File: config.mk
export PLATFORM = sky130hd
export DESIGN_NAME = mem_wb_register
export DESIGN_NICKNAME = d
export VERILOG_FILES = /design/src/mem_stage_pkg.sv /design/src/mem_wb_register.sv
export SDC_FILE = /design/constraint.sdc
export NUM_CORES = 1
export LEC_CHECK = 0
export BUFFER_PORTS_ARGS = -buffer_cell sky130_fd_sc_hd__buf_2
export CAP_MARGIN = 30
export CORE_MARGIN = 4
export CORE_UTILIZATION = 40
export DETAILED_ROUTE_END_ITERATION = 10
export HOLD_SLACK_MARGIN = 0.1
export PLACE_DENSITY_LB_ADDON = 0.12
export SLEW_MARGIN = 20
export SYNTH_ARGS = -nofsm -noshare
export SYNTH_HDL_FRONTEND = slang
export SYNTH_SLANG_ARGS = --single-unit
export TNS_END_PERCENT = 100
File: constraint.sdc
create_clock -name i_clock -period 1.55 [get_ports i_clock]
set_input_delay 0.31 -clock i_clock [delete_from_list [all_inputs] [get_ports i_clock]]
set_output_delay 0.31 -clock i_clock [all_outputs]
set_load 0.03 [all_outputs]
File: src/mem_stage_pkg.sv
package mem_stage_pkg;

   ////////////////////////////////////////////////////////////////////////////
   // Widths.
   ////////////////////////////////////////////////////////////////////////////

   localparam int WORD_BITS      = 32;
   localparam int BYTE_LANES     = WORD_BITS / 8;
   localparam int RAM_DEPTH      = 1024;
   localparam int WORD_ADDR_BITS = $clog2(RAM_DEPTH);
   localparam int BYTE_ADDR_BITS = 12;   // Two LSBs pick the byte in a word.
   localparam int REG_IDX_BITS   = 5;

   typedef logic [WORD_BITS-1:0]      word_t;
   typedef logic [BYTE_ADDR_BITS-1:0] byte_addr_t;
   typedef logic [WORD_ADDR_BITS-1:0] word_addr_t;
   typedef logic [BYTE_LANES-1:0]     byte_en_t;
   typedef logic [REG_IDX_BITS-1:0]   reg_idx_t;

   ////////////////////////////////////////////////////////////////////////////
   // Access codes.
   ////////////////////////////////////////////////////////////////////////////

   // Bits 1..0 give the size, bit 2 marks an unsigned load.
   typedef logic [2:0] mem_op_t;

   localparam mem_op_t MEM_OP_LB  = 3'b000;
   localparam mem_op_t MEM_OP_LH  = 3'b001;
   localparam mem_op_t MEM_OP_LW  = 3'b010;
   localparam mem_op_t MEM_OP_LBU = 3'b100;
   localparam mem_op_t MEM_OP_LHU = 3'b101;

   // Clear sweep of the data memory.
   typedef enum logic {
      CLEARING,
      READY
   } clear_state_e;

endpackage
File: src/mem_wb_register.sv
`timescale 1ns/1ns

module mem_wb_register (
   input  logic                    i_clock,
   input  logic                    i_soft_reset,
   input  logic                    i_enable_pipeline,
   input  logic                    i_reg_write,
   input  logic                    i_mem_to_reg,
   input  logic                    i_halt_detected,
   input  mem_stage_pkg::reg_idx_t i_reg_dest,
   input  mem_stage_pkg::word_t    i_alu_data,
   input  mem_stage_pkg::word_t    i_load_data,
   output logic                    o_reg_write,
   output logic                    o_mem_to_reg,
   output logic                    o_halt_detected,
   output mem_stage_pkg::reg_idx_t o_reg_dest,
   output mem_stage_pkg::word_t    o_alu_data,
   output mem_stage_pkg::word_t    o_mem_data
);

   // Holds its contents while the pipeline is stalled.
   always_ff @(posedge i_clock) begin
      if (!i_soft_reset) begin
         o_reg_write     <= 1'b0;
         o_mem_to_reg    <= 1'b0;
         o_halt_detected <= 1'b0;
         o_reg_dest      <= '0;
         o_alu_data      <= '0;
         o_mem_data      <= '0;
      end else if (i_enable_pipeline) begin
         o_reg_write     <= i_reg_write;
         o_mem_to_reg    <= i_mem_to_reg;
         o_halt_detected <= i_halt_detected;
         o_reg_dest      <= i_reg_dest;
         o_alu_data      <= i_alu_data;
         o_mem_data      <= i_load_data;
      end
   end

endmodule

* Yosys cells after proc, flatten, opt, wreduce, memory -nomap -nowiden *
Cells that the tools add are included.

storage, ports and cells
  bits in registers = 72
  input bits = 75
  output and inout bits = 72

* Logic depth before layout (Yosys ltp) *
  word-level depth = 0
  depth in mapped cells = 4

* Worst setup path before layout *
OpenSTA, ideal clock, no wires.

  kind = input to register
  start point = in i_enable_pipeline
  end point = reg o_alu_data[0]
  setup time = 0.116 ns
  data arrival time = 0.839 ns
  data required time = 1.434 ns
  slack = 0.595 ns
  stages on the path = 4
  cell sequence = buf_6 buf_8 mux2i_1 nor2b_1

RTL lines
  element               RTL line               text
  start, declared       mem_wb_register.sv:6   input logic i_enable_pipeline,
  end signal, assigned  mem_wb_register.sv:35  o_alu_data <= i_alu_data;
  end, declared         mem_wb_register.sv:17  output mem_stage_pkg::word_t o_alu_data,

* Final worst setup path *
  start point = reg o_mem_data[16]
  end point = out o_mem_data[16]

RTL lines
  element                 RTL line               text
  start, declared         mem_wb_register.sv:18  output mem_stage_pkg::word_t o_mem_data
  start signal, assigned  mem_wb_register.sv:36  o_mem_data <= i_load_data;

No word-level cell between the ends.

==> metrics.yaml <==
status: "finished, final reports clean"
hold_viol: 0
drv_slew: 0
use_met2_pct: 23.4
crit_buf_inv: 1
p_switching_uw: 1120
diodes: 0
gp_congestion: 0.729
grt_pass1_wl_um: 9510
yosysUniqueCellTypes: 7
cpMaxStageDelayCell: "dfxtp_1"
core.rowCount: 30
cts_max_level: 3
cts_resized: 0
globalRouteMet3Util_pct: 4.89
hp-class: "input pin to flip-flop"
cp-start-kind: "flip-flop"
combPwrFrac_pct: 16.3
largestRegisters: "o_alu_data (32), o_mem_data (32), o_reg_dest (5)"
cp_max_fo: 2
setup_violations: 0
max_slew_margin_pct: 80.1
first_iter_violations: 32
synth_warnings: 0
synthTopCellsByArea: "dfxtp_1 52%, mux2i_1 26%, nor2b_1 16%"
synth_top_cell_area_share_pct: 52.2
layout-drive-gt1-share_pct: 43.5
area_growth_pct: 36.1
grt.total_usage_pct: 14.4
switching_share_pct: 25.7
grt-ovfl-total: 0
gr-usage-met1_pct: 16.4
detail-route-antenna-nets: 0
synth_flop_cell: "dfxtp_1"
fmax_mhz: 839
clock-sinks: 72
p_seq_share_pct: 46.0
rsz0062_at_grt: "false"
dr.pass1.iters: 2
grt_max_degree: 55
synth_area_um2: 2760
cts_setup_buffers: 0
clock_latency_ns: 0.32
cts.reportedPaths.clkPinSlew_ns: 0.08
clkPwrFrac_pct: 37.7
p_leak_uw: 0.00196
irDropWorstVdd_uv: 518
ys_seq_area_share_pct: 52.2
drc: 0
async_flop_share_pct: 0
numCtsBuffers: 9
die_h_um: 91.1
first_global_vias: 2021
vias: 2025
grt.busiest_layer: "met2"
core_area_um2: 6760
r2r_cells: 2
synth_edf_count: 0
synthesis.nets: 307
cts_hold_buf: 0
via_per_inst: 4.38
cts_tree: "done"
synth_common_cells: "72 x dfxtp_1, 72 x mux2i_1, 72 x nor2b_1"
start_util_pct: 40.9
die_w_um: 91.1
io_buffers: 146
p_int_uw: 3250
max_cap_violations: 0
cp_cell_sequence: "buf_2"
finalCritPeriodShare_pct: 76.9
fin_util_pct: 55.6
holdPathStages: 3
tightestPinTransition_ns: 0.299
antenna_found_initial: 0
yosysTopAreaCell: "dfxtp_1"
p_per_area_nw_per_um2: 1160
dp_hpwl_um: 4330
cp-end-kind: "primary output"
wire_per_inst_um: 12.9
syn-instance-count: 232
worstPathRequired_ns: 1.24
synth-seq-cells: 72
setup_tns_ns: 0
arrival_ns: 0.88
path_class: "flip-flop to primary output"
crit_family: "flip-flops"
syn_area_per_cell_um2: 11.9
routed_wl_um: 5970
skew_ns: 0
root_buffer: "clkbuf_8"
design.die.area_um2: 8290
path_depth: 1
fin_nets: 452
boundaryPins: 147
clk_path_buf_depth: 2
period_needed_ns: 1.19
cpPeakStageDelay_ns: 0.36
## power groups by stage
stage          combinational, uW  clock, uW  sequential, uW
6_report                     711       1650            2010
5_1_grt                      765       1800            2020
4_1_cts                      722       1710            2010
3_5_place_dp                 722          0            2050
3_3_place_gp                 713          0            2050
2_1_floorplan                266          0            2270
## final timing paths
path / startpoint / endpoint / slack [ns]
min reg2reg: o_mem_data[3] / o_mem_data[3] / 0.51
max reg2reg: o_alu_data[24] / o_alu_data[24] / 0.91
max: o_mem_data[16] / o_mem_data[16] / 0.36
min: i_load_data[3] / o_mem_data[3] / 0.24
## routing by layer
layer	vias to the layer above	wire (um)
li1	1053	-
met1	886	2430
met2	80	2910
met3	6	518
met4	0	101
met5	-	0
## per-stage QoR
step | hold slack, ns | instance area (um2) | std cells | setup slack, ns | total power [uW]
final | 0.238 | 3760 | 462 | 0.358 | 4370
after global routing | 0.225 | 3760 | 462 | 0.300 | 4590
after CTS | 0.215 | 3760 | 462 | 0.317 | 4450
after detailed placement | 0.495 | 3530 | 446 | 0.292 | 2770
after global placement | 0.491 | 3530 | 446 | 0.326 | 2760
after floorplan | 0.479 | 2760 | 232 | 0.595 | 2540
## area by class of cell
cell class | count | area (um2)
multi-input combinational | 144 | 1170
fill | 639 | 3000
sequential | 72 | 1440
clock buffer | 11 | 151
tap | 80 | 100
timing repair buffer | 150 | 813
clock inverter | 5 | 78.8
## cell usage in the layout (no fill, tap or decap)
cell type and n:
buf_2 145, mux2i_1 72, nor2b_1 72, dfxtp_1 72, clkbuf_8 11, buf_12 4
clkinv_2 2, bufinv_16 2, clkinv_4 1, buf_4 1
## cell families (layout without fill, tap and decap cells)
logic type,Yosys count,in the layout,share of synthesized area (%)
buf+inv,16,166,5.35
mux,72,72,26.1
flops,72,72,52.2
simple gates,72,72,16.3
No activity file was read; power rests on OpenSTA's default activity.
