--- src/mem_stage_pkg.sv ---
package mem_stage_pkg;

   ////////////////////////////////////////////////////////////////////////////
   // Widths.
   ////////////////////////////////////////////////////////////////////////////

   localparam int WORD_BITS      = 32;
   localparam int BYTE_LANES     = WORD_BITS / 8;
   localparam int RAM_DEPTH      = 1024;
   localparam int WORD_ADDR_BITS = $clog2(RAM_DEPTH);
   localparam int BYTE_ADDR_BITS = 12;   // Two LSBs pick the byte in a word.
   localparam int REG_IDX_BITS   = 5;

   typedef logic [WORD_BITS-1:0]      word_t;
   typedef logic [BYTE_ADDR_BITS-1:0] byte_addr_t;
   typedef logic [WORD_ADDR_BITS-1:0] word_addr_t;
   typedef logic [BYTE_LANES-1:0]     byte_en_t;
   typedef logic [REG_IDX_BITS-1:0]   reg_idx_t;

   ////////////////////////////////////////////////////////////////////////////
   // Access codes.
   ////////////////////////////////////////////////////////////////////////////

   // Bits 1..0 give the size, bit 2 marks an unsigned load.
   typedef logic [2:0] mem_op_t;

   localparam mem_op_t MEM_OP_LB  = 3'b000;
   localparam mem_op_t MEM_OP_LH  = 3'b001;
   localparam mem_op_t MEM_OP_LW  = 3'b010;
   localparam mem_op_t MEM_OP_LBU = 3'b100;
   localparam mem_op_t MEM_OP_LHU = 3'b101;

   // Clear sweep of the data memory.
   typedef enum logic {
      CLEARING,
      READY
   } clear_state_e;

endpackage
--- src/mem_bus_if.sv ---
`timescale 1ns/1ns

interface mem_bus_if;

   mem_stage_pkg::byte_addr_t addr;
   mem_stage_pkg::word_t      wdata;
   mem_stage_pkg::byte_en_t   byte_en;
   mem_stage_pkg::word_t      rdata;

   // Store side.
   modport requester (
      output addr,
      output wdata,
      output byte_en
   );

   modport memory (
      input  addr,
      input  wdata,
      input  byte_en,
      output rdata
   );

   // Load side.
   modport reader (
      input addr,
      input rdata
   );

endinterface

--- src/store_align.sv ---
`timescale 1ns/1ns

module store_align (
   input  logic                  i_enable_pipeline,
   input  logic                  i_mem_write,
   input  mem_stage_pkg::mem_op_t i_mem_op,
   input  mem_stage_pkg::word_t  i_address,
   input  mem_stage_pkg::word_t  i_store_data,
   mem_bus_if.requester          bus
);

   mem_stage_pkg::byte_en_t lane_en;
   mem_stage_pkg::word_t    lane_data;
   logic                    store_active;

   assign store_active = i_mem_write & i_enable_pipeline;

   always_comb begin
      case (i_mem_op[1:0])
         2'b00: begin
            lane_data = {4{i_store_data[7:0]}};
            lane_en   = 4'b0001 << i_address[1:0];
         end
         2'b01: begin
            lane_data = {2{i_store_data[15:0]}};
            lane_en   = i_address[1] ? 4'b1100 : 4'b0011;
         end
         default: begin
            lane_data = i_store_data;
            lane_en   = 4'b1111;
         end
      endcase
      if (!store_active) begin
         lane_en = '0;
      end
   end

   assign bus.addr    = i_address[mem_stage_pkg::BYTE_ADDR_BITS-1:0];
   assign bus.wdata   = lane_data;
   assign bus.byte_en = lane_en;

endmodule

--- src/flat_wrapper.sv ---
// flat-port wrapper written by rule: the top's interface ports become plain ports
module store_align_flat 
  (i_enable_pipeline, i_mem_write, i_mem_op, i_address, i_store_data, bus_addr, bus_wdata, bus_byte_en);
  mem_bus_if bus_i ();
  input  logic i_enable_pipeline;
  input  logic i_mem_write;
  input  mem_stage_pkg::mem_op_t i_mem_op;
  input  mem_stage_pkg::word_t i_address;
  input  mem_stage_pkg::word_t i_store_data;
  output wire logic [$bits(bus_i.addr)-1:0] bus_addr;
  output wire logic [$bits(bus_i.wdata)-1:0] bus_wdata;
  output wire logic [$bits(bus_i.byte_en)-1:0] bus_byte_en;
  assign bus_addr = bus_i.addr;
  assign bus_wdata = bus_i.wdata;
  assign bus_byte_en = bus_i.byte_en;
  store_align u_core (.i_enable_pipeline(i_enable_pipeline), .i_mem_write(i_mem_write), .i_mem_op(i_mem_op), .i_address(i_address), .i_store_data(i_store_data), .bus(bus_i));
endmodule
--- config.mk ---
export PLATFORM = sky130hd
export DESIGN_NAME = store_align_flat
export DESIGN_NICKNAME = d
export VERILOG_FILES = /design/src/mem_stage_pkg.sv /design/src/mem_bus_if.sv /design/src/store_align.sv /design/src/flat_wrapper.sv
export SDC_FILE = /design/constraint.sdc
export NUM_CORES = 1
export LEC_CHECK = 0
export BUFFER_PORTS_ARGS = -buffer_cell sky130_fd_sc_hd__buf_2
export CORE_MARGIN = 3
export CORE_UTILIZATION = 26
export DETAILED_ROUTE_END_ITERATION = 6
export PLACE_DENSITY_LB_ADDON = 0.05
export REMOVE_ABC_BUFFERS = 1
export SLEW_MARGIN = 20
export SYNTH_ARGS = -nofsm -noshare
export SYNTH_HDL_FRONTEND = slang
export SYNTH_SLANG_ARGS = --single-unit
export TNS_END_PERCENT = 10
--- constraint.sdc ---
create_clock -name vclk -period 0.9
set_input_delay 0.045 -clock vclk [all_inputs]
set_output_delay 0.045 -clock vclk [all_outputs]
set_load 0.005 [all_outputs]
# Yosys cells after proc, flatten, opt, wreduce, memory -nomap -nowiden
# Cells that the tools add are included.
dict set report totals {
  reg_bits 0
  output_inout_bits 48
  word_cells 8
}
dict set report classes {
  eq_ne 1
  n_shift 1
  n_mux 4
  bitwise 1
  n_reduce_logical 1
}
# cell n
set ops {}
lappend ops {{$pmux W32 S2} 1}
lappend ops {{$mux W4} 2}
lappend ops {{$pmux W4 S2} 1}
lappend ops {{$shl A1 B2 Y4 const A} 1}
lappend ops {{$eq A2 B1 Y1 const B} 1}
lappend ops {{$logic_not A2 Y1} 1}
lappend ops {{$and A1 B1 Y1} 1}

# Logic depth before layout (Yosys ltp)
dict set report logic_depth {
  depth_word 3
  depth_mapped 4
  ltp_nobuf 3
}

# Worst setup path before layout
# No wires, ideal clock.
dict set report synth_timing {
  kind {input-to-output}
  startpoint {in i_mem_op[1]}
  endpoint {out bus_wdata[10]}
  arrival_time_ps 677
  t_required_ps 855
  setup_slack_ps 178
  stages 3
  cell_sequence {buf_6 -> nor2_8 -> mux2_2}
}
dict set report synth_between {
  elab_chain_cells 2
  elab_cells_between_ends 3
}
# element line
set synth_rtl {}
lappend synth_rtl {{from (decl)} flat_wrapper.sv:7} ;# input mem_stage_pkg::mem_op_t i_mem_op;
lappend synth_rtl {{$eq A2 B1 Y1 or $logic_not A2 Y1 (tied branches)} store_align.sv:19} ;# case (i_mem_op[1:0])
lappend synth_rtl {{$pmux W32 S2 (*)} store_align.sv:19}
lappend synth_rtl {{to (decl)} flat_wrapper.sv:11} ;# output wire logic [$bits(bus_i.wdata)-1:0] bus_wdata;
# Mark *: on every way between the ends. The rest lies on a longest branch, timed or not.

# Worst setup path after layout
dict set report layout_timing {
  startpoint {in i_mem_op[1]}
  endpoint {out bus_wdata[14]}
}
# The elaborated chain is that of the path after synthesis.

==> summary.md <==
Overall track demand over capacity in global routing: 12.5%. The clock buffers instantiated in the layout total 0. The via total after detailed routing is 715.

Standard cell with the maximum stage delay on the critical path: mux2_2. Hold timing on the final database bottoms out at a slack of 90.0 ps. On the critical path the largest part of the delay comes from multiplexers.

For this run, the detailed router's first-pass iteration total came to 4. The worst hold path depth is 0, and the routed metal-1 wirelength is 667 µm. There are 0 flip-flops and latches. During synthesis, Yosys emitted a total of 0 warnings. The die covers 2900 µm². The maximum operating frequency was 1110 MHz. Sort of element at the end of the critical path: a primary output. The first global-routing pass estimated 2760 µm of wire. Setup repair after global routing could not meet its margin everywhere.

The time the final worst path needs with I/O delays and setup works out to 898 ps. For the max-capacitance violation count, the log shows 0. Class of the most critical setup path: input pin to primary output. The detailed-route wire length per cell came out at 11.9 µm. Number of failing hold endpoints at the final stage: 0. The flow ran to the end, and the final reports show no timing, DRC or antenna violations. The run gives 850 ps as the required time of the critical path. After detailed placement, the total cell area comes to 872 µm². The detailed placer's ending HPWL was 1690 µm. Final instance area: 893 µm². After detailed routing, the number of vias per cell comes to 4.39. The layout has 231 filler cells. The tools report the data arrival time at the worst-slack endpoint as 850 ps. Summing every instance area after synthesis gives 594 µm².

The combinational share of power was 100.0%. The signal on the critical path passes through buf_4, nor2_8, mux2_2, buf_2. The logic depth of the worst path, buffers included was 4; the worst-margin pin slew was 158 ps. The maximum ir drop on the vdd rail is 0.000167 V.

For the aggregate global routing overflow, the log shows 0. The tools report the startpoint of the most critical hold path as i_address[10]. The detailed router finished its first iteration with 3 violations. The most critical setup path has its startpoint at i_mem_op[1]. Together, buffers and inverters on the worst path number 2. The post-CTS repair timing setup buffer count was 0; the area of the core was 2060 µm². The peak fanout along the critical path was 8; the largest net degree at the start of global routing was 13. Once detail routing completed, the nets flagged for antenna violations numbered 0.

The highest metal layer carrying signal wires in the routed design is met3. The initialized floorplan defines 16 standard-cell rows. The cell count after synthesis came out at 77.

For the number of top-level design ports, the log shows 117. The average cell area after synthesis was 7.72 µm². Die span in y: 53.8 µm.

The clock network burns 0% of the power. The distinct cell type count after synthesis was 13; the total power per unit cell area was 485 nW/µm². In the final layout, flip-flops and latches occupy 0 µm².

For this run, design rule violations remaining after detail routing come to 0. The die is 53.8 µm wide. Per report_power, the sequential group accounts for 0% of the total. Wire segments on met3 add up to 451 µm in the final route.

The synthesis-to-finish area growth came out at 50.3%. For the initial antenna violation count, the log shows 0. In this run the power spent charging and discharging nets is 0.183 mW. The share of layout cells above drive strength 1 works out to 75.7%. The leakage component of the power is 0.524 nW, and the detailed-route wire length is 1930 µm. In this design, the stage delay of the slowest critical-path cell is 360 ps. In the final design database the tool counted 207 nets. Total area of multi-input combinational cells: 413 µm².

The sequential element share of the synthesized area was 0%. 0 antenna diodes ended up in the layout. Setup violations remaining at the end of the flow were counted as 0. The post-route fraction of the period consumed by the critical path came out at 99.8%. Summed over all nets, wire length on met2 after detailed routing comes to 813 µm. The tools report the via count of the first global-routing pass as 653. Once the floorplan was initialized, standard cells occupied 28.8% of the core. The kind of launch point of the worst setup path is an input pin.

The internal portion of the total power is 0.250 mW. The path class of the tightest hold or removal check is input pin to primary output. The number of buffers added on ports came out at 76. The run gives 0 as the number of slew-limit violations in the final report. Measured against its own limit, the worst slew margin works out to 89.3%. The switching portion of total power is 42.2%, and the placer congestion estimate is 0.599.
## metal layers
layer | vias to the layer above | track usage, %
li1 | 362 | -
met1 | 292 | 13.2
met2 | 61 | 21.4
met3 | 0 | 8.86
met4 | 0 | 0
met5 | - | 0
## through the flow
step | setup slack [ps] | power [mW] | TNS, ps | util [%] | std cells
global placement | -36.4 | 0.426 | -351 | 42.3 | 163
detailed placement | -39.5 | 0.428 | -334 | 42.3 | 163
finish | 1.98 | 0.433 | 0 | 43.3 | 163
floorplan | 323 | 0.152 | 0 | - | 53
CTS | -14.2 | 0.434 | -55.7 | 42.6 | 163
global route | -36.0 | 0.485 | -285 | 43.3 | 163
## area by class of cell
type | instances | area share (%)
multi-input combinational | 51 | 46.2
inverter | 2 | 0.840
tap | 27 | 3.78
timing repair buffer | 83 | 49.2
## cell families after synthesis
kind of cell	count (synthesis)	share of synthesized area, %
AOI/OAI and AO/OA	14	11.8
buffers and inverters	26	33.1
muxes	24	43.8
and+or+nand+nor	13	11.4
## cells in the final DEF, fill, tap and decap left out, types with 2 or more instances in the layout
cell	Yosys	layout
mux2i_1	8	8
o21ai_0	2	2
a21oi_2	0	2
a21oi_1	4	2
inv_1	2	2
o21ai_1	8	8
buf_4	20	7
buf_2	1	75
nand2_1	9	9
nor2_1	2	2
mux2_2	16	16
## path summary, 6_finish.rpt
kind | endpoint | slack, ps
worst min-delay path | bus_addr[10] | 90
worst max-delay path | bus_wdata[14] | 2
## power by group through the flow
stage | Clock (mW) | Combinational (mW) | Sequential (mW)
floorplan | 0 | 0.152 | 0
global placement | 0 | 0.426 | 0
detailed placement | 0 | 0.428 | 0
CTS | 0 | 0.434 | 0
global route | 0 | 0.485 | 0
finish | 0 | 0.433 | 0
## Yosys cell counts
master,instances,area [µm²]
a21oi_1,4,20.0
buf_2,1,5.00
buf_4,20,150
buf_6,3,33.8
inv_1,2,7.51
mux2_2,16,180
mux2i_1,8,80.1
nand2_1,9,33.8
nand2b_1,1,6.26
nor2_1,2,7.51
nor2_8,1,20.0
o21ai_0,2,10.0
o21ai_1,8,40.0
## timing repair
item                                    CTS  global route
hold buffers                              0             0
gates resized for setup                   2             3
endpoints found under the setup margin   16            13
cloned                                    0             0
hold endpoints to repair                  0             0
No activity file was read; power rests on OpenSTA's default activity.
