$ cat config.mk
export PLATFORM = sky130hd
export DESIGN_NAME = load_extend_flat
export DESIGN_NICKNAME = d
export VERILOG_FILES = /design/src/mem_stage_pkg.sv /design/src/mem_bus_if.sv /design/src/load_extend.sv /design/src/flat_wrapper.sv
export SDC_FILE = /design/constraint.sdc
export NUM_CORES = 1
export LEC_CHECK = 0
export BUFFER_PORTS_ARGS = -buffer_cell sky130_fd_sc_hd__buf_4
export CAP_MARGIN = 15
export CORE_MARGIN = 3
export CORE_UTILIZATION = 37
export DETAILED_ROUTE_END_ITERATION = 12
export PLACE_DENSITY_LB_ADDON = 0.2
export SLEW_MARGIN = 20
export SYNTH_ARGS = -nofsm -noshare
export SYNTH_HDL_FRONTEND = slang
export SYNTH_SLANG_ARGS = --single-unit
$ cat constraint.sdc
create_clock -name vclk -period 6
set_input_delay 1.8 -clock vclk [all_inputs]
set_output_delay 1.8 -clock vclk [all_outputs]
set_load 0.05 [all_outputs]
$ cat src/mem_stage_pkg.sv
package mem_stage_pkg;

   ////////////////////////////////////////////////////////////////////////////
   // Widths.
   ////////////////////////////////////////////////////////////////////////////

   localparam int WORD_BITS      = 32;
   localparam int BYTE_LANES     = WORD_BITS / 8;
   localparam int RAM_DEPTH      = 1024;
   localparam int WORD_ADDR_BITS = $clog2(RAM_DEPTH);
   localparam int BYTE_ADDR_BITS = 12;   // Two LSBs pick the byte in a word.
   localparam int REG_IDX_BITS   = 5;

   typedef logic [WORD_BITS-1:0]      word_t;
   typedef logic [BYTE_ADDR_BITS-1:0] byte_addr_t;
   typedef logic [WORD_ADDR_BITS-1:0] word_addr_t;
   typedef logic [BYTE_LANES-1:0]     byte_en_t;
   typedef logic [REG_IDX_BITS-1:0]   reg_idx_t;

   ////////////////////////////////////////////////////////////////////////////
   // Access codes.
   ////////////////////////////////////////////////////////////////////////////

   // Bits 1..0 give the size, bit 2 marks an unsigned load.
   typedef logic [2:0] mem_op_t;

   localparam mem_op_t MEM_OP_LB  = 3'b000;
   localparam mem_op_t MEM_OP_LH  = 3'b001;
   localparam mem_op_t MEM_OP_LW  = 3'b010;
   localparam mem_op_t MEM_OP_LBU = 3'b100;
   localparam mem_op_t MEM_OP_LHU = 3'b101;

   // Clear sweep of the data memory.
   typedef enum logic {
      CLEARING,
      READY
   } clear_state_e;

endpackage
$ cat src/mem_bus_if.sv
`timescale 1ns/1ns

interface mem_bus_if;

   mem_stage_pkg::byte_addr_t addr;
   mem_stage_pkg::word_t      wdata;
   mem_stage_pkg::byte_en_t   byte_en;
   mem_stage_pkg::word_t      rdata;

   // Store side.
   modport requester (
      output addr,
      output wdata,
      output byte_en
   );

   modport memory (
      input  addr,
      input  wdata,
      input  byte_en,
      output rdata
   );

   // Load side.
   modport reader (
      input addr,
      input rdata
   );

endinterface

$ cat src/load_extend.sv
`timescale 1ns/1ns

module load_extend (
   input  mem_stage_pkg::mem_op_t i_mem_op,
   mem_bus_if.reader              bus,
   output mem_stage_pkg::word_t   o_load_data
);

   logic [7:0]  sel_byte;
   logic [15:0] sel_half;
   logic        sign_fill;

   // Byte lane from address bits 1..0.
   always_comb begin
      case (bus.addr[1:0])
         2'b00:   sel_byte = bus.rdata[7:0];
         2'b01:   sel_byte = bus.rdata[15:8];
         2'b10:   sel_byte = bus.rdata[23:16];
         default: sel_byte = bus.rdata[31:24];
      endcase
   end

   // Halfword by address bit 1 alone.
   assign sel_half = bus.addr[1] ? bus.rdata[31:16] : bus.rdata[15:0];

   always_comb begin
      case (i_mem_op[1:0])
         2'b00: begin
            sign_fill   = ~i_mem_op[2] & sel_byte[7];
            o_load_data = {{24{sign_fill}}, sel_byte};
         end
         2'b01: begin
            sign_fill   = ~i_mem_op[2] & sel_half[15];
            o_load_data = {{16{sign_fill}}, sel_half};
         end
         default: begin
            sign_fill   = 1'b0;
            o_load_data = bus.rdata;
         end
      endcase
   end

endmodule

$ cat src/flat_wrapper.sv
// flat-port wrapper written by rule: the top's interface ports become plain ports
module load_extend_flat 
  (i_mem_op, o_load_data, bus_addr, bus_rdata);
  mem_bus_if bus_i ();
  input  mem_stage_pkg::mem_op_t i_mem_op;
  output mem_stage_pkg::word_t o_load_data;
  input wire logic [$bits(bus_i.addr)-1:0] bus_addr;
  input wire logic [$bits(bus_i.rdata)-1:0] bus_rdata;
  assign bus_i.addr = bus_addr;
  assign bus_i.rdata = bus_rdata;
  load_extend u_core (.i_mem_op(i_mem_op), .bus(bus_i), .o_load_data(o_load_data));
endmodule
# Word-level counts from Yosys, hierarchy flattened
# Cells that the tools add are included.
[word_totals]
regBits = 0
inputBits = 47
out_inout_bits = 32
wordCells = 11
[classes]
n_eq_ne = 3
n_mux = 3
bitwise = 3
n_reduce_logical = 2
[op_table]
columns = ["op", "count"]
rows = [
  ["case mux 32 bit (2 select lines)", 1],
  ["case mux 8 bit (3 select lines)", 1],
  ["two-way mux 16 bit", 1],
  ["== test 2 x 1 -> 1 bit (second input constant)", 2],
  ["logical NOT 2 bit", 2],
  ["AND 1 bit", 2],
  ["== test 2 bit (second input constant)", 1],
  ["inverter 1 bit", 1],
]

# Longest topological paths before layout
# Gate-level depths: netlist of the first run.
[depth]
ltp_word = 4
mapped_depth = 6
mapped_depth_nobuf = 4

# Least setup slack after synthesis of the first run
# No wires, ideal clock.
[synth_path]
path_kind = "input port to output port"
from = "input bus_addr[0]"
to = "output o_load_data[6]"
arrival_time_ns = 3.594
required_time_ns = 4.200
slack_ns = 0.606
stages = 5
path_buffers = 1
path_cell_list = "nor2b_1 -> clkbuf_1 -> nor2_1 -> a22oi_1 -> o21ai_0"
[synth_via]
elab_chain_len = 3
elab_cells_between_ends = 5
classes_between = "eq/ne: 2; mux: 2; reduce/logical: 1"
[synth_lines]
columns = ["element", "line", "text"]
rows = [
  ["start, declared", "flat_wrapper.sv:7", "input wire logic [$bits(bus_i.addr)-1:0] bus_addr;"],
  ["== test 2 bit, or another cell as far along", "load_extend.sv:15", "case (bus.addr[1:0])"],
  ["case mux 8 bit (3 select lines) *", "load_extend.sv:15", ""],
  ["case mux 32 bit (2 select lines) *", "load_extend.sv:27", "case (i_mem_op[1:0])"],
  ["end, declared", "flat_wrapper.sv:6", "output mem_stage_pkg::word_t o_load_data;"],
]
# Mark *: on every way between the ends. The rest lies on a longest branch, timed or not.

# Final worst setup path of the first run
[layout_path]
from = "input bus_addr[1]"
to = "output o_load_data[30]"
[layout_via]
elab_chain_len = 4
elab_cells_between_ends = 8
classes_between = "eq/ne: 2; mux: 3; bitwise: 2; reduce/logical: 1"
[layout_lines]
columns = ["element", "line", "text"]
rows = [
  ["== test 2 bit, or another cell as far along", "load_extend.sv:15", ""],
  ["case mux 8 bit (3 select lines)", "load_extend.sv:15", ""],
  ["AND 1 bit", "load_extend.sv:29", "sign_fill = ~i_mem_op[2] & sel_byte[7];"],
  ["case mux 32 bit (2 select lines) *", "load_extend.sv:27", ""],
]
# Marks and branches as above.

==> summary.txt, run 1 <==
Final Cycle Share - 0.839
Crit path capture type - output pin
Largest net degree at the start of global routing - 44
# nets final - 219
Row cnt - 14
Cell at the slowest stage of the critical path - or4_4
Largest cells by area after synthesis - nand2_1 24%, mux2_2 14%, a22oi_1 11%, a21oi_1 9.4%, nor2b_1 6.8%
Core ar. - 0.00156 mm^2
FMAX - 199 MHz
Static Leak - 0.644 nW
Initial Util - 0.411
RSZ-0062 raised after global routing - false
Critical path data required time - 4.20 ns
# resized after CTS - 0
DP Cell Count - 186
Mean Syn Cell Area - 5.88 um^2
Synth Cell Area - 641 um^2
Fin crit period - 5.04 ns
Footprint of the multi-input gates - 589 um^2
Final hold viol count - 0
Pwr/cell area - 149 mW/mm^2
DRC Markers - 0
Hold path depth - 4
Fin. max-slew vios - 0
Antenna violations before repair - 0
Final Instance Count excl. Fillers - 186
DP Area - 0.00114 mm^2
Top-area cell type share of the netlist area - 0.240
N_diodes - 0
Worst Path Max Fanout - 16
Final Util - 0.733
Die ar. - 0.00227 mm^2
CP Buf/Inv Count - 2
Sequential cell area fraction in the yosys report - 0
Routed wire length - 2440 um
Clkbuf count - 0
Total track usage - 0.197
First-pass GRT wire length - 3390 um
Status - completed
Critical path class - primary input to output pin
Routability cong. - 0.838
IO Pins - 79
Max Cap Viol - 0
Seq cells - 0
DR iter-0 viols - 18
Post-CTS Setup Inserts - 0
I/O Buffers - 69
FF/Latch Area - 0 um^2
Vias in the first global route - 789
Final antenna-violating net count - 0
DR pass1 iterations - 4
Layout area overhead - 78.3%
Ratio of cells with drive above 1 in the final layout - 0.476
Critical Path AT - 3.24 ns
Slowest Stage Delay on Critical Path - 0.55 ns
Overall power - 0.000170 W
Congestion Overflow GR - 0
Final instance area - 0.00114 mm^2
Nature of the critical path startpoint - primary input
Setup_tns - 0 ns
Fill count - 146
Via density - 5.33
Hold Path Class - primary input to output pin
Final Setup Violations - 0
Worst-Margin Slew - 0.583 ns
Die Span X - 47.6 um
CP cell instances - buf_4 > or4_4 > a2bb2oi_4 > o41a_4 > nand2_1 > buf_4
DP HPWL - 1870 um
Yosys warnings - 0
Top Family by Delay on Critical Path - simple AND/OR/NAND/NOR gates
Most common cell after layout, fill and taps aside - buf_4
CP most frequent cell - buf_4
Relative slew margins - 0.611
Via count - 992
Worst path depth - 6
Hold buffers post-CTS - 0
Peak supply drop - 0.0911 mV
Yosys cell types - 22
Die height - 47.6 um
Yosys top cell by area - nand2_1
Post-Syn Nets - 156
DR WL/cell - 13.1 um
Most frequent cells in the layout - 70 x buf_4, 41 x nand2_1, 12 x a21oi_1, 9 x a22oi_1, 8 x mux2_2
Post-Syn Instances - 109
==> final cells by class <==
cell class	count	area share
inverter	2	0.00657
tap	16	0.0175
timing repair buffer	70	0.460
multi-input combinational	98	0.516
==> path summary, 6_finish.rpt <==
path / endpoint / start
min: o_load_data[2] / bus_rdata[2]
max: o_load_data[30] / bus_addr[1]
==> synth_stat cells <==
master / n
nand2_1: 41
a21oi_1: 12
a22oi_1: 9
mux2_2: 8
nor2b_1: 7
o21ai_0: 7
clkbuf_1: 6
buf_2: 2
inv_1: 2
mux2i_1: 2
nor2_1: 2
a21o_1: 1
a221o_1: 1
a2bb2oi_4: 1
buf_6: 1
nand3_1: 1
nor3_1: 1
nor4b_1: 1
o21bai_1: 1
o41a_4: 1
o41ai_1: 1
or4_4: 1
==> cell families (layout without fill, tap and decap cells) <==
| logic type | after synthesis | count (layout) | share of synthesized area |
|---|---|---|---|
| and+or+nand+nor | 54 | 54 | 0.367 |
| AOI/OAI and AO/OA | 34 | 34 | 0.381 |
| buffers and inverters | 11 | 72 | 0.0801 |
| muxes | 10 | 10 | 0.172 |
==> worst min-delay path: cells and delay by family <==
kind / cells / cell delay [ns]
and+or+nand+nor: 1 / 0.03
buffers and inverters: 2 / 0.26
AOI/OAI and AO/OA: 1 / 0.06
==> stage by stage <==
stage	hold WS (ns)	worst slack [ns]
final	3.96	0.963
after global routing	3.98	0.848
after CTS	3.96	0.961
after detailed placement	3.96	0.960
after global placement	3.96	0.970
after floorplan	3.89	0.606
==> routing by layer <==
layer / vias up / routed length [um] / GRT usage
li1: 507 / - / -
met1: 445 / 907 / 0.251
met2: 38 / 1330 / 0.364
met3: 2 / 180 / 0.0263
met4: 0 / 19 / 0.0161
met5: - / 0 / 0
==> report_power, final <==
part           internal, W  switching, W  leakage, nW  total [W]
Sequential               0             0            0          0
Combinational    0.0000592      0.000111        0.644   0.000170
Clock                    0             0            0          0
Total            0.0000592      0.000111        0.644   0.000170
No activity file was read; power rests on OpenSTA's default activity.
==> run 2: changes to the inputs <==
--- a/config.mk
+++ b/config.mk
@@ -8,7 +8,7 @@
 export BUFFER_PORTS_ARGS = -buffer_cell sky130_fd_sc_hd__buf_4
 export CAP_MARGIN = 15
 export CORE_MARGIN = 3
-export CORE_UTILIZATION = 37
+export CORE_UTILIZATION = 31
 export DETAILED_ROUTE_END_ITERATION = 12
 export PLACE_DENSITY_LB_ADDON = 0.2
 export SLEW_MARGIN = 20
==> constraint.sdc (replaced) <==
create_clock -name vclk -period 4.35
set_input_delay 1.305 -clock vclk [all_inputs]
set_output_delay 1.305 -clock vclk [all_outputs]
set_load 0.05 [all_outputs]
==> run 2 against run 1 <==
Compared with the run above: worst setup slack lost 0.66 ns; wire length grew 2.2%; die area grew 17%; global-route usage shrank 2.3 points.
==> summary.txt, run 2 (synthesis gave the netlist of run 1 again) <==
Final Setup Violations - 0 (unchanged)
Final hold slack - 2.97 ns (-0.990 ns)
Critical Path AT - 2.75 ns (-0.49 ns)
Setup_tns - 0 ns (unchanged)
Overall power - 0.000237 W (+39%)
# resized after CTS - 0 (unchanged)
Hold Path Class - primary input to output pin
Die ar. - 0.00265 mm^2 (+17%)
Met2 routed WL - 1150 um (-14%)
CP cell instances - buf_4 > or4_4 > a2bb2oi_4 > o41a_4 > nand2_1 > buf_4
# nets final - 220 (+0.46%)
DP Area - 0.00116 mm^2 (+1.6%)
First-pass GRT wire length - 3800 um (+12%)
Worst path depth - 6 (unchanged)
Top Family by Delay on Critical Path - simple AND/OR/NAND/NOR gates
Slowest Stage Delay on Critical Path - 0.56 ns (about the same)
Cell at the slowest stage of the critical path - or4_4
Critical path class - primary input to output pin
Status - completed
Final Cycle Share - 0.931
Via density - 5.08 (-4.7%)
Initial Util - 0.348 (-0.0626)
I/O Buffers - 69 (unchanged)
Hold buffers post-CTS - 0 (unchanged)
Nature of the critical path startpoint - primary input
FMAX - 247 MHz
Worst setup path startpoint - bus_addr[1]
Routed wire length - 2490 um (+2.2%)
Max Cap Viol - 0 (unchanged)
Peak supply drop - 0.110 mV (+20%)
DR WL/cell - 12.7 um (-3.0%)
Final instance area - 0.00116 mm^2 (+1.6%)
Antenna violations before repair - 0 (unchanged)
RSZ-0062 raised after global routing - false
Routability cong. - 0.730 (-13%)
Fin. max-slew vios - 0 (unchanged)
Most common cell after layout, fill and taps aside - buf_4
Fin crit period - 4.05 ns
End of the critical path - o_load_data[21]
Via count - 996 (+0.40%)
Top sig layer - met3
Crit path capture type - output pin
Met3 WL - 253 um (+41%)
Seq cells - 0 (unchanged)
Final Instance Count excl. Fillers - 196 (+5.4%)
DR pass1 iterations - 4 (unchanged)
N_diodes - 0 (unchanged)
Clkbuf count - 0 (unchanged)
IO Pins - 79 (unchanged)
Worst-Margin Slew - 0.545 ns (-0.0374 ns)
Static Leak - 0.649 nW (+0.74%)
Final hold viol count - 0 (unchanged)
Congestion Overflow GR - 0 (unchanged)
Fill count - 183 (+25%)
Layout area overhead - 81.2%
CP most frequent cell - buf_4
Ratio of cells with drive above 1 in the final layout - 0.480 (+0.00306)
Pwr/cell area - 204 mW/mm^2 (+37%)
Vias in the first global route - 888 (+13%)
Most frequent cells in the layout - 71 x buf_4, 41 x nand2_1, 12 x a21oi_1, 9 x a22oi_1, 8 x mux2_2
DP Cell Count - 196 (+5.4%)
Core ar. - 0.00184 mm^2 (+18%)
Relative slew margins - 0.636 (+0.0250)
Post-CTS Setup Inserts - 0 (unchanged)
CP Buf/Inv Count - 2 (unchanged)
FF/Latch Area - 0 um^2 (unchanged)
Final antenna-violating net count - 0 (unchanged)
Die Span X - 51.5 um (+8.1%)
DRC Markers - 0 (unchanged)
Total track usage - 0.174 (-0.0229)
DP HPWL - 1960 um (+4.8%)
DR iter-0 viols - 23 (+5)
Die height - 51.5 um (+8.1%)
Critical path data required time - 3.04 ns (-1.16 ns)
Largest net degree at the start of global routing - 42 (-4.5%)
Worst Path Max Fanout - 16 (unchanged)
Met1 wire length - 1090 um (+20%)
Row cnt - 15 (+1)
[run 2: changes by cell type in the layout (fill, tap and decap cells not counted), sizes merged]
cell / before / now
buf: 70 / 71
[run 2: metrics by stage]
| step | setup WS (ns) | utilization |
|---|---|---|
| 2_1_floorplan | 0.182 | - |
| 3_3_place_gp | 0.306 | 0.631 |
| 3_5_place_dp | 0.289 | 0.631 |
| 4_1_cts | 0.288 | 0.631 |
| 5_1_grt | 0.240 | 0.631 |
| 6_report | 0.299 | 0.631 |
[run 2: cell type report]
cell class / instances / area, um^2 / share of cell area
inverter: 2 / 7.51 / 0.00647
multi-input combinational: 98 / 589 / 0.508
tap: 25 / 31.3 / 0.0269
timing repair buffer: 71 / 533 / 0.459
[run 2: report_power, final]
| part | internal, W | switching, W | leakage (nW) |
|---|---|---|---|
| Clock | 0 | 0 | 0 |
| Sequential | 0 | 0 | 0 |
| Combinational | 0.0000828 | 0.000155 | 0.649 |
[run 2: metal layers]
| layer | vias to the layer above | GRT usage |
|---|---|---|
| met5 | - | 0 |
| met4 | 0 | 0 |
| met3 | 0 | 0.0204 |
| met2 | 54 | 0.314 |
| met1 | 434 | 0.233 |
| li1 | 508 | - |
[run 2: worst min-delay path by stage]
| stage | startpoint | endpoint | slack, ns | cells past startpoint |
|---|---|---|---|---|
| finish | bus_rdata[25] | o_load_data[25] | 2.97 | 4 |
| global route | bus_rdata[2] | o_load_data[2] | 3.00 | 4 |
| CTS | bus_rdata[25] | o_load_data[25] | 2.98 | 4 |
| detailed placement | bus_rdata[20] | o_load_data[20] | 2.97 | 4 |
| global placement | bus_rdata[25] | o_load_data[25] | 2.97 | 4 |
| floorplan | bus_rdata[10] | o_load_data[10] | 2.90 | 2 |
